$ cat config.mk
export PLATFORM = sky130hd
export DESIGN_NAME = can_cfg_top
export DESIGN_NICKNAME = d
export VERILOG_FILES = /design/src/can_cfg_pkg.sv /design/src/can_cfg_if.sv /design/src/can_cfg_top.sv /design/src/can_cfg_sequencer.sv /design/src/can_reg_formatter.sv /design/src/can_step_timer.sv
export SDC_FILE = /design/constraint.sdc
export NUM_CORES = 1
export LEC_CHECK = 0
export ABC_CLOCK_PERIOD_IN_PS = 7800
export BUFFER_PORTS_ARGS = -buffer_cell sky130_fd_sc_hd__buf_4
export CORE_MARGIN = 2
export CORE_UTILIZATION = 54
export DETAILED_ROUTE_END_ITERATION = 7
export PLACE_DENSITY = 0.8
export SETUP_SLACK_MARGIN = 0.5
export SYNTH_ARGS = -nofsm -noshare
export SYNTH_HDL_FRONTEND = slang
export SYNTH_HIERARCHICAL = 1
export SYNTH_SLANG_ARGS = --single-unit
$ cat constraint.sdc
create_clock -name clk -period 7.8 [get_ports clk]
set_input_delay 1.56 -clock clk [delete_from_list [all_inputs] [get_ports clk]]
set_output_delay 1.56 -clock clk [all_outputs]
set_load 0.01 [all_outputs]
$ cat src/can_cfg_pkg.sv
package can_cfg_pkg;

  // Active command latched by the sequencer
  typedef enum logic [2:0] {
    op_idle      = 3'd0,
    op_init      = 3'd1,
    op_send      = 3'd2,
    op_trim      = 3'd3,
    op_bus_reset = 3'd4
  } cfg_op_t;

  // Sequencer FSM states
  typedef enum logic [2:0] {
    st_idle  = 3'd0,
    st_fetch = 3'd1,
    st_write = 3'd2,
    st_gap   = 3'd3,
    st_done  = 3'd4
  } seq_state_t;

  // Controller register map
  localparam logic [4:0] ADDR_PRESCALER = 5'h0F; // Baud prescaler
  localparam logic [4:0] ADDR_GENERAL   = 5'h0E; // SJW, TSEG1, TSEG2
  localparam logic [4:0] ADDR_ID_HI     = 5'h05; // Own ID 28-13
  localparam logic [4:0] ADDR_ID_LO     = 5'h04; // Own ID 12-0
  localparam logic [4:0] ADDR_IRQ       = 5'h12; // Interrupt enable
  localparam logic [4:0] ADDR_MASK_HI   = 5'h11; // Acceptance mask high
  localparam logic [4:0] ADDR_MASK_LO   = 5'h10; // Acceptance mask low
  localparam logic [4:0] ADDR_TRA_ID    = 5'h0C; // TX identifier
  localparam logic [4:0] ADDR_TRA_D12   = 5'h0A; // TX data bytes 1-2
  localparam logic [4:0] ADDR_TRA_D34   = 5'h09; // TX data bytes 3-4
  localparam logic [4:0] ADDR_TRA_D56   = 5'h08; // TX data bytes 5-6
  localparam logic [4:0] ADDR_TRA_D78   = 5'h07; // TX data bytes 7-8
  localparam logic [4:0] ADDR_TRA_CTRL  = 5'h0D; // TX control

  // Fixed register words
  localparam logic [15:0] TRA_CONTROL_WORD = 16'h8008; // Start TX with DLC 8
  localparam logic [15:0] IRQ_ENABLE_WORD  = 16'h8070; // Comm enable plus IRQs
  localparam logic [15:0] GEN_DATA_WORD    = 16'h009C; // Default general setting

  localparam int MSG_W = 76; // 11-bit ID plus 64 data bits plus spare

  // Densest toggle pattern for trim runs
  localparam logic [MSG_W-1:0] TRIM_PATTERN = {12'h555, 64'hAAAA_AAAA_AAAA_AAAA};

  // Writes per command
  localparam logic [2:0] INIT_LEN  = 3'd7;
  localparam logic [2:0] SEND_LEN  = 3'd7;
  localparam logic [2:0] TRIM_LEN  = 3'd7;
  localparam logic [2:0] RESET_LEN = 3'd2;

  localparam int WRITE_GAP = 4; // Idle cycles after each write strobe

endpackage
$ cat src/can_cfg_if.sv
interface can_cfg_if;
  import can_cfg_pkg::*;

  cfg_op_t     op;      // Active command
  logic [4:0]  addr;    // Register being formatted
  logic        fetch;   // Request word for addr
  logic        capture; // Latch host values, once per command
  logic [15:0] word;    // Formatted register word

  // Sequencer side
  modport seq (
    output op,
    output addr,
    output fetch,
    output capture
  );

  // Formatter side
  modport fmt (
    input  op,
    input  addr,
    input  fetch,
    input  capture,
    output word
  );

endinterface

$ cat src/can_cfg_top.sv
module can_cfg_top (
  input  logic                          clk,
  input  logic                          rst,
  input  logic                          init_cmd,
  input  logic                          send_cmd,
  input  logic                          trim_cmd,
  input  logic                          bus_reset_cmd,
  input  logic [15:0]                   prescaler_init,
  input  logic [15:0]                   general_init,
  input  logic [can_cfg_pkg::MSG_W-1:0] data_tra_mes,
  output logic [4:0]                    reg_addr,
  output logic [15:0]                   reg_wdata,
  output logic                          reg_we,
  output logic                          busy,
  output logic                          done
);
  import can_cfg_pkg::*;

  cfg_op_t    op_cur;    // Active command to timer
  logic [2:0] step;      // Step index back to sequencer
  logic       clear;
  logic       step_inc;
  logic       gap_start;
  logic       last_step;
  logic       gap_done;

  can_cfg_if bus_if ();

  can_cfg_sequencer u_seq (
    .clk           (clk),
    .rst           (rst),
    .init_cmd      (init_cmd),
    .send_cmd      (send_cmd),
    .trim_cmd      (trim_cmd),
    .bus_reset_cmd (bus_reset_cmd),
    .bus           (bus_if.seq),
    .step          (step),
    .last_step     (last_step),
    .gap_done      (gap_done),
    .clear         (clear),
    .step_inc      (step_inc),
    .gap_start     (gap_start),
    .op_cur        (op_cur),
    .reg_addr      (reg_addr),
    .reg_we        (reg_we),
    .busy          (busy),
    .done          (done)
  );

  can_step_timer u_timer (
    .clk       (clk),
    .rst       (rst),
    .clear     (clear),
    .step_inc  (step_inc),
    .gap_start (gap_start),
    .op        (op_cur),
    .step      (step),
    .last_step (last_step),
    .gap_done  (gap_done)
  );

  can_reg_formatter u_fmt (
    .clk            (clk),
    .rst            (rst),
    .bus            (bus_if.fmt),
    .prescaler_init (prescaler_init),
    .general_init   (general_init),
    .data_tra_mes   (data_tra_mes)
  );

  assign reg_wdata = bus_if.word; // Registered in formatter

endmodule

$ cat src/can_cfg_sequencer.sv
module can_cfg_sequencer (
  input  logic                  clk,
  input  logic                  rst,
  input  logic                  init_cmd,
  input  logic                  send_cmd,
  input  logic                  trim_cmd,
  input  logic                  bus_reset_cmd,
  can_cfg_if.seq                bus,
  input  logic [2:0]            step,
  input  logic                  last_step,
  input  logic                  gap_done,
  output logic                  clear,
  output logic                  step_inc,
  output logic                  gap_start,
  output can_cfg_pkg::cfg_op_t  op_cur,
  output logic [4:0]            reg_addr,
  output logic                  reg_we,
  output logic                  busy,
  output logic                  done
);
  import can_cfg_pkg::*;

  seq_state_t state, state_nxt;
  cfg_op_t    op_req;  // Winner of strobe arbitration
  logic       accept;  // Command taken this cycle
  logic [4:0] addr_lu; // Address for current step

  // Register walk order per command
  function automatic logic [4:0] addr_table(input cfg_op_t op, input logic [2:0] idx);
    logic [4:0] a;
    a = 5'h00;
    case (op)
      op_init: begin
        case (idx)
          3'd0:    a = ADDR_PRESCALER;
          3'd1:    a = ADDR_GENERAL;
          3'd2:    a = ADDR_ID_HI;
          3'd3:    a = ADDR_ID_LO;
          3'd4:    a = ADDR_MASK_HI;
          3'd5:    a = ADDR_MASK_LO;
          3'd6:    a = ADDR_IRQ;      // Enable comms last
          default: a = 5'h00;
        endcase
      end
      op_send, op_trim: begin
        case (idx)
          3'd0:    a = ADDR_TRA_ID;
          3'd1:    a = ADDR_TRA_D12;
          3'd2:    a = ADDR_TRA_D34;
          3'd3:    a = ADDR_TRA_D56;
          3'd4:    a = ADDR_TRA_D78;
          3'd5:    a = ADDR_GENERAL;
          3'd6:    a = ADDR_TRA_CTRL; // Kicks off the frame
          default: a = 5'h00;
        endcase
      end
      op_bus_reset: begin
        case (idx)
          3'd0:    a = ADDR_GENERAL;
          3'd1:    a = ADDR_IRQ;
          default: a = 5'h00;
        endcase
      end
      default: a = 5'h00;
    endcase
    return a;
  endfunction

  // Init wins over bus reset, then send, then trim
  always_comb begin
    if (init_cmd)           op_req = op_init;
    else if (bus_reset_cmd) op_req = op_bus_reset;
    else if (send_cmd)      op_req = op_send;
    else if (trim_cmd)      op_req = op_trim;
    else                    op_req = op_idle;
  end

  assign accept  = (state == st_idle) && (op_req != op_idle); // Busy strobes dropped
  assign addr_lu = addr_table(op_cur, step);

  always_comb begin
    state_nxt = state;
    case (state)
      st_idle:  if (accept) state_nxt = st_fetch;
      st_fetch: state_nxt = st_write;
      st_write: state_nxt = st_gap;
      st_gap:   if (gap_done) state_nxt = last_step ? st_done : st_fetch;
      st_done:  state_nxt = st_idle;
      default:  state_nxt = st_idle;
    endcase
  end

  always_ff @(posedge clk) begin
    if (!rst) begin
      state    <= st_idle;
      op_cur   <= op_idle;
      reg_addr <= 5'h00;
    end else begin
      state <= state_nxt;
      if (accept)
        op_cur <= op_req;                 // Hold command for whole sequence
      else if (state == st_done)
        op_cur <= op_idle;
      if (state == st_fetch)
        reg_addr <= addr_lu;              // Aligned with formatter word
    end
  end

  // Formatter request
  assign bus.op      = op_cur;
  assign bus.addr    = addr_lu;
  assign bus.fetch   = (state == st_fetch);
  assign bus.capture = accept;

  // Timer control
  assign clear     = accept;
  assign step_inc  = (state == st_write);
  assign gap_start = (state == st_write);

  // Controller and host outputs
  assign reg_we = (state == st_write);
  assign busy   = (state != st_idle);
  assign done   = (state == st_done);

  // Strobes are separated by at least the gap
  a_we_single: assert property (@(posedge clk) disable iff (!rst)
    reg_we |=> !reg_we);

  // Command held for the whole busy window
  a_op_busy: assert property (@(posedge clk) disable iff (!rst)
    busy |-> (op_cur != op_idle));

endmodule

$ cat src/can_reg_formatter.sv
module can_reg_formatter (
  input  logic                          clk,
  input  logic                          rst,
  can_cfg_if.fmt                        bus,
  input  logic [15:0]                   prescaler_init,
  input  logic [15:0]                   general_init,
  input  logic [can_cfg_pkg::MSG_W-1:0] data_tra_mes
);
  import can_cfg_pkg::*;

  logic [15:0]      prescaler_q; // Host values frozen at accept
  logic [15:0]      general_q;
  logic [MSG_W-1:0] msg_q;
  logic [MSG_W-1:0] msg_src;     // Payload for send or trim
  logic [15:0]      word_nxt;

  always_ff @(posedge clk) begin
    if (bus.capture) begin
      prescaler_q <= prescaler_init;
      general_q   <= general_init;
      msg_q       <= data_tra_mes;
    end
  end

  assign msg_src = (bus.op == op_trim) ? TRIM_PATTERN : msg_q;

  always_comb begin
    word_nxt = 16'h0000;
    case (bus.op)
      op_init: begin
        case (bus.addr)
          ADDR_PRESCALER: word_nxt = prescaler_q;
          ADDR_GENERAL:   word_nxt = general_q;   // SJW and segment split
          ADDR_ID_HI,
          ADDR_ID_LO:     word_nxt = 16'h0000;    // No own ID
          ADDR_MASK_HI,
          ADDR_MASK_LO:   word_nxt = 16'h0000;    // Accept all frames
          ADDR_IRQ:       word_nxt = IRQ_ENABLE_WORD;
          default:        word_nxt = 16'h0000;
        endcase
      end
      op_send, op_trim: begin
        case (bus.addr)
          ADDR_TRA_ID:   word_nxt = {msg_src[74:64], 5'h00};            // 11-bit ID left aligned
          ADDR_TRA_D12:  word_nxt = {msg_src[63:56], msg_src[47:40]};
          ADDR_TRA_D34:  word_nxt = {msg_src[55:48], msg_src[39:32]};
          ADDR_TRA_D56:  word_nxt = {msg_src[7:0],   msg_src[15:8]};    // Low bytes swapped
          ADDR_TRA_D78:  word_nxt = {msg_src[23:16], msg_src[31:24]};
          ADDR_GENERAL:  word_nxt = GEN_DATA_WORD;
          ADDR_TRA_CTRL: word_nxt = TRA_CONTROL_WORD;
          default:       word_nxt = 16'h0000;
        endcase
      end
      op_bus_reset: begin
        case (bus.addr)
          ADDR_GENERAL: word_nxt = GEN_DATA_WORD;
          ADDR_IRQ:     word_nxt = IRQ_ENABLE_WORD; // Re-enable comms
          default:      word_nxt = 16'h0000;
        endcase
      end
      default: word_nxt = 16'h0000;
    endcase
  end

  // Word valid one cycle after fetch and held until next fetch
  always_ff @(posedge clk) begin
    if (!rst)           bus.word <= 16'h0000;
    else if (bus.fetch) bus.word <= word_nxt;
  end

  // Sequencer only fetches inside an active command
  a_fetch_op: assert property (@(posedge clk) disable iff (!rst)
    bus.fetch |-> (bus.op != op_idle));

endmodule

$ cat src/can_step_timer.sv
module can_step_timer (
  input  logic                 clk,
  input  logic                 rst,
  input  logic                 clear,
  input  logic                 step_inc,
  input  logic                 gap_start,
  input  can_cfg_pkg::cfg_op_t op,
  output logic [2:0]           step,
  output logic                 last_step,
  output logic                 gap_done
);
  import can_cfg_pkg::*;

  logic [2:0] seq_len; // Writes in active sequence
  logic [2:0] gap_cnt; // Remaining gap cycles
  logic       gap_run; // Gap in progress

  always_comb begin
    case (op)
      op_init:      seq_len = INIT_LEN;
      op_send:      seq_len = SEND_LEN;
      op_trim:      seq_len = TRIM_LEN;
      op_bus_reset: seq_len = RESET_LEN;
      default:      seq_len = 3'd0;
    endcase
  end

  // Writes completed so far
  always_ff @(posedge clk) begin
    if (!rst)          step <= 3'd0;
    else if (clear)    step <= 3'd0;
    else if (step_inc) step <= step + 3'd1;
  end

  assign last_step = (step == seq_len); // All writes issued

  // Gap countdown with done flag on the final gap cycle
  always_ff @(posedge clk) begin
    if (!rst) begin
      gap_run <= 1'b0;
      gap_cnt <= 3'd0;
    end else if (gap_start) begin
      gap_run <= 1'b1;
      gap_cnt <= 3'(WRITE_GAP - 1);
    end else if (gap_run) begin
      if (gap_cnt == 3'd0) gap_run <= 1'b0;
      else                 gap_cnt <= gap_cnt - 3'd1;
    end
  end

  assign gap_done = gap_run && (gap_cnt == 3'd0);

  // Sequencer never walks past the table end
  a_step_bound: assert property (@(posedge clk) disable iff (!rst)
    (op != op_idle) |-> (step <= seq_len));

endmodule

### After elaboration in Yosys (flattened, before gate mapping)

Index checks and enable logic that the tools add are counted.

| operators by class | value |
|---|---|
| add/subtract/negate cells | 2 |
| equality and inequality tests | 27 |
| muxes and demuxes | 26 |
| bitwise operators | 2 |
| reduce and logical (&&, ||, !) cells | 16 |

Operators with widths:

| kind | number |
|---|---|
| $pmux W16 S7 | 1 |
| $pmux W16 S3 | 2 |
| $mux W75 | 1 |
| $eq A5 B4 Y1 const B | 7 |
| $pmux W5 S7 | 1 |
| $pmux W16 S2 | 1 |
| $pmux W4 S7 | 1 |
| $mux W3 | 8 |
| $eq A3 B2 Y1 const B | 6 |
| $eq A3 B3 Y1 const B | 5 |
| $pmux W5 S3 | 1 |
| $pmux W3 S4 | 1 |
| $pmux W5 S2 | 1 |
| $eq A3 B1 Y1 const B | 3 |
| $logic_not A3 Y1 | 3 |
| $mux W2 | 4 |
| $ne A2 B2 Y1 const B | 3 |
| $pmux W3 S2 | 1 |
| $reduce_and A2 Y1 | 3 |
| $reduce_bool A3 Y1 | 2 |
| $reduce_or A2 Y1 | 3 |
| $eq A5 B3 Y1 const B | 1 |
| $eq A5 B5 Y1 const B | 1 |
| $reduce_bool A2 Y1 | 2 |
| 7 further kinds | 11 |

| word-level totals | value |
|---|---|
| register bits | 141 |
| input port bits | 114 |
| output and inout bits | 24 |
| word-level logic and storage cells | 84 |

### Depth between registers and ports, before layout

| depth | value |
|---|---|
| word-level depth | 8 |
| mapped depth | 13 |
| gate-level depth less buffers | 9 |

### By module

Netlist, hierarchy kept.

Modules (own cells, without submodules):

| module | instances | cells an instance | area each (µm²) | sequential area each (µm²) |
|---|---|---|---|---|
| can_reg_formatter | 1 | 350 | 5044.8 | 3533.4 |
| can_cfg_sequencer | 1 | 92 | 726.9 | 220.2 |
| can_step_timer | 1 | 42 | 392.9 | 140.1 |

### Worst setup path before layout

OpenSTA, ideal clock, no wires.

| path | value |
|---|---|
| path type | in2reg |
| start point | in trim_cmd |
| end point | reg u_timer.step[0] |
| library setup time | 0.115 ns |
| arrival time | 6.808 ns |
| data required time | 7.685 ns |
| path slack | 0.877 ns |
| stages on the path | 5 |
| path buffers | 1 |
| cell sequence | nor4_2 > nor2_1 > buf_4 > nand2b_1 > nor2_1 |

| on the way | value |
|---|---|
| cells in the longest elaborated chain, start to end | 7 |

RTL lines:

| element | RTL line | text |
|---|---|---|
| from (decl) | can_cfg_top.sv:6 | `input logic trim_cmd,` |
| $mux W2 | can_cfg_sequencer.sv:74 | `else if (trim_cmd) op_req = op_trim;` |
| $mux W3 | can_cfg_sequencer.sv:73 | `else if (send_cmd) op_req = op_send;` |
| $mux W3 | can_cfg_sequencer.sv:72 | `else if (bus_reset_cmd) op_req = op_bus_reset;` |
| $mux W3 | can_cfg_sequencer.sv:71 | `if (init_cmd) op_req = op_init;` |
| $reduce_bool A3 Y1 | can_cfg_sequencer.sv:78 | `assign accept = (state == st_idle) && (op_req != op_idle);` |
| $logic_and A1 B1 Y1 | can_cfg_sequencer.sv:78 |  |
| via bus_if.capture | can_cfg_if.sv:7 | `logic capture;` |
| $reduce_or A2 Y1 (no source line) | - |  |
| to (signal assigned) | can_step_timer.sv:32 | `else if (step_inc) step <= step + 3'd1;` |
| to (decl) | can_step_timer.sv:8 | `output logic [2:0] step,` |

The timed path passes the listed nets, and every way through them passes these cells.
A chain may end at the register's enable or synchronous reset.

### Worst setup path after layout

| path | value |
|---|---|
| start point | reg u_seq.state[1] |
| end point | out reg_we |

| on the way | value |
|---|---|
| cells in the longest elaborated chain, start to end | 1 |

RTL lines:

| element | RTL line | text |
|---|---|---|
| from (decl) | can_cfg_sequencer.sv:23 | `seq_state_t state, state_nxt;` |
| from (signal assigned) | can_cfg_sequencer.sv:95 | `state <= st_idle;` |
| from (signal assigned) | can_cfg_sequencer.sv:99 | `state <= state_nxt;` |
| $eq A3 B2 Y1 | can_cfg_sequencer.sv:121 | `assign reg_we = (state == st_write);` |
| to (decl) | can_cfg_top.sv:13 | `output logic reg_we,` |

No other way between the ends.

==> key figures <==
Outcome
  • Outcome: finished, final reports clean

Finish
  • Fin util: approximately two thirds
  • Nets: between 700 and 800
  • Area of the multi-input gates: between 0.002 and 0.0025 sq mm
  • Fin area: 0.00772 sq mm
  • Layout Area Growth over Synthesis: 25.2%
  • Share of post-route cells with drive strength above 1: between 20 and 30%
  • Antenna Cells: 0
  • Layout Cells excl Fill: 771
  • Fill count: approximately 820
  • Register area: 0.00389 sq mm

Placed design
  • GP Congestion: 0.859
  • Inst Count DP: 740
  • Placed inst area: 0.00720 sq mm
  • Post-DP HPWL: between 10 and 15 mm
  • Port Buffer Count: ~140

Drt
  • DRT antenna net count: 0
  • DR vias/cell: between 5 and 6
  • Routed len/inst: 19.1 um
  • 1st-pass router iterations: 6
  • Final WL: approximately 15 mm
  • # DRC: 0
  • Via count: 4552
  • DR iter-0 viols: about 470

Critical path
  • Critical-path maximum fanout: 10
  • Family with the most delay on the worst path: simple AND/OR/NAND/NOR gates
  • Critical path startpoint category: flip-flop
  • Setup crit end kind: output pin
  • Critical path buffers and inverters: 2
  • Critical path required time: 6.24 ns
  • Max incr delay on CP: around 0.90 ns
  • Crit path DAT: between 2 and 2.5 ns
  • Worst Path Class, Setup: flip-flop to output pin
  • Worst-path cell chain: inv_1 > nor3_1 > buf_4
  • CP max-delay cell: nor3_1

Timing
  • Period utilization: roughly 48%
  • Crit path time final: around 3.7 ns
  • Endpoints failing hold: 0
  • Final slew viol count: 0
  • # setup viols final: 0
  • Slew HR: a little over a fifth
  • Max Clock Freq: 269 MHz
  • Setup TNS: 0 ns
  • RSZ-0062 raised after global routing: no
  • Slew @ Worst Pin: 1.17 ns
  • Skew final: between 0.009 and 0.01 ns

Pwr
  • P per Cell Area: between 200 and 250 mW/mm^2
  • Leak pwr: 2.91 nW
  • VDD IR max: around 0.00015 V
  • Tot Pwr: about 1.9 mW

Synthesis
  • Synth area leader: edfxtp_1
  • Most common library cells after synthesis: edfxtp_1, nor2_1, dfxtp_1
  • Yosys cell types: 80
  • Mapped Cells: around 480
  • Synth Register Bits: ~140
  • Seq/Total Area, Yosys: between 60% and 70%
  • Mean post-synth cell area: 12.7 sq um
  • Synth top area cells: edfxtp_1, dfxtp_1, nor2_1
  • Synth Net Count: approximately 600
  • Top FF cell, synth: edfxtp_1
  • Post-Syn Area: 0.00616 sq mm
  • Syn. warnings: 6
  • Asr flop ratio synth: 0%
  • Area fraction of the dominant cell type after synthesis: between 50% and 60%
  • Number of flops mapped to enable cells by yosys: between 100 and 150
  • Top-count cell post-synth: edfxtp_1

Floorplanning
  • Floorplan row count: 39
  • # IOs: approximately 140
  • Core ar.: 0.0113 sq mm
  • Die Wd: 111 um
  • Initial Util: 54.7%
  • Die ar.: around 0.012 sq mm
  • Chip height: between 100 and 150 um

Clock tree
  • Worst-Skew Late Latency: 0.42 ns
  • Clock-pin slew on the worst setup and hold paths: roughly 0.060 ns
  • Hold buffers post-CTS: 0
  • Total CTS buffers: 17
  • Root Driver: clkbuf_16
  • H-tree Lvls: 4
  • Postcts setup bufs: 0
  • CTS sink count: approximately 140
  • CTS tree: yes
  • Post-CTS Resized: 0
  • CTS Buffer Depth: 2

Global routing
  • Vias in the first global route: ~4400
  • Largest net degree at the start of global routing: 77
  • GRT Util Overall: between 20% and 30%
  • Initial antenna violation count: 0
  • Global route overflow: 0
  • Global-route wire length before repair: around 23 mm

Run
  • Maxcap violations: 0

Hold path
  • HP Class: flip-flop to flip-flop
==> worst min-delay path, cell delays in order, from the launching register on <==
cell     delay, ns
dfxtp_1       0.31
nand2_1       0.05
o32ai_1       0.08
==> per-layer routing <==
metal,GRT usage (%),wire (um)
met3,6.51,1050
met4,10.1,304
met2,38.4,7210
met1,32.4,6160
met5,0,0
==> sequential cells by signal, summed over array words and instances (netlist names), 5 cells and up <==
register / count
u_fmt/msg_q: 75
u_fmt/bus.word: 16
u_fmt/general_q: 16
u_fmt/prescaler_q: 16
u_seq/reg_addr: 5
==> placed cells by master, fill, tap and decap left out, drive strengths merged, types with 12 or more instances in the layout <==
cell type and count:
a21oi 25, nand2 22, o21ai 31, clkbuf 21
edfxtp 107, inv 12, dfxtp 34, a22oi 14
buf 142, nor2 50
==> layout make-up <==
cell class / count / area share (%)
sequential: 141 / 50.4
tap: 143 / 2.32
multi-input combinational: 302 / 26.2
clock buffer: 21 / 5.71
clock inverter: 10 / 0.972
inverter: 12 / 0.583
timing repair buffer: 142 / 13.8
==> cells by family after synthesis <==
kind of cell             after synthesis  share of synthesized area [%]
AO/OA/AOI/OAI                        149                           17.4
adder cells (fa/ha/maj)                3                          0.609
buffers and inverters                 41                           4.28
AND/OR/NAND/NOR                      143                           13.5
XOR/XNOR                               3                          0.426
flip-flops                           141                           63.2
multiplexers                           4                          0.670
==> final timing paths <==
kind                                  startpoint                        endpoint  slack, ns  cells past startpoint
setup reg to reg    u_seq/bus.op[2]$_SDFFE_PN0P_  u_fmt/bus.word[4]$_SDFFE_PN0P_       4.28                      9
hold / removal    u_seq/reg_addr[4]$_SDFFE_PN0P_  u_seq/reg_addr[4]$_SDFFE_PN0P_       0.49                      2
setup / recovery     u_seq/state[1]$_SDFFE_PN0P_                          reg_we       4.09                      3
hold reg to reg   u_seq/reg_addr[4]$_SDFFE_PN0P_  u_seq/reg_addr[4]$_SDFFE_PN0P_       0.49                      2
==> where the power goes <==
part           internal [mW]  switching (mW)  total [mW]
registers              0.893          0.0309       0.924
logic                  0.109           0.151       0.259
clock network          0.429           0.280       0.709
total                   1.43           0.462        1.89
==> per-stage QoR <==
stage,hold slack (ns),setup slack [ns]
2_1_floorplan,0.479,0.877
3_3_place_gp,0.469,4.15
3_5_place_dp,0.472,4.06
4_1_cts,0.496,4.07
5_1_grt,0.523,3.88
6_report,0.495,4.09
Power figures use the tool's default switching activity.
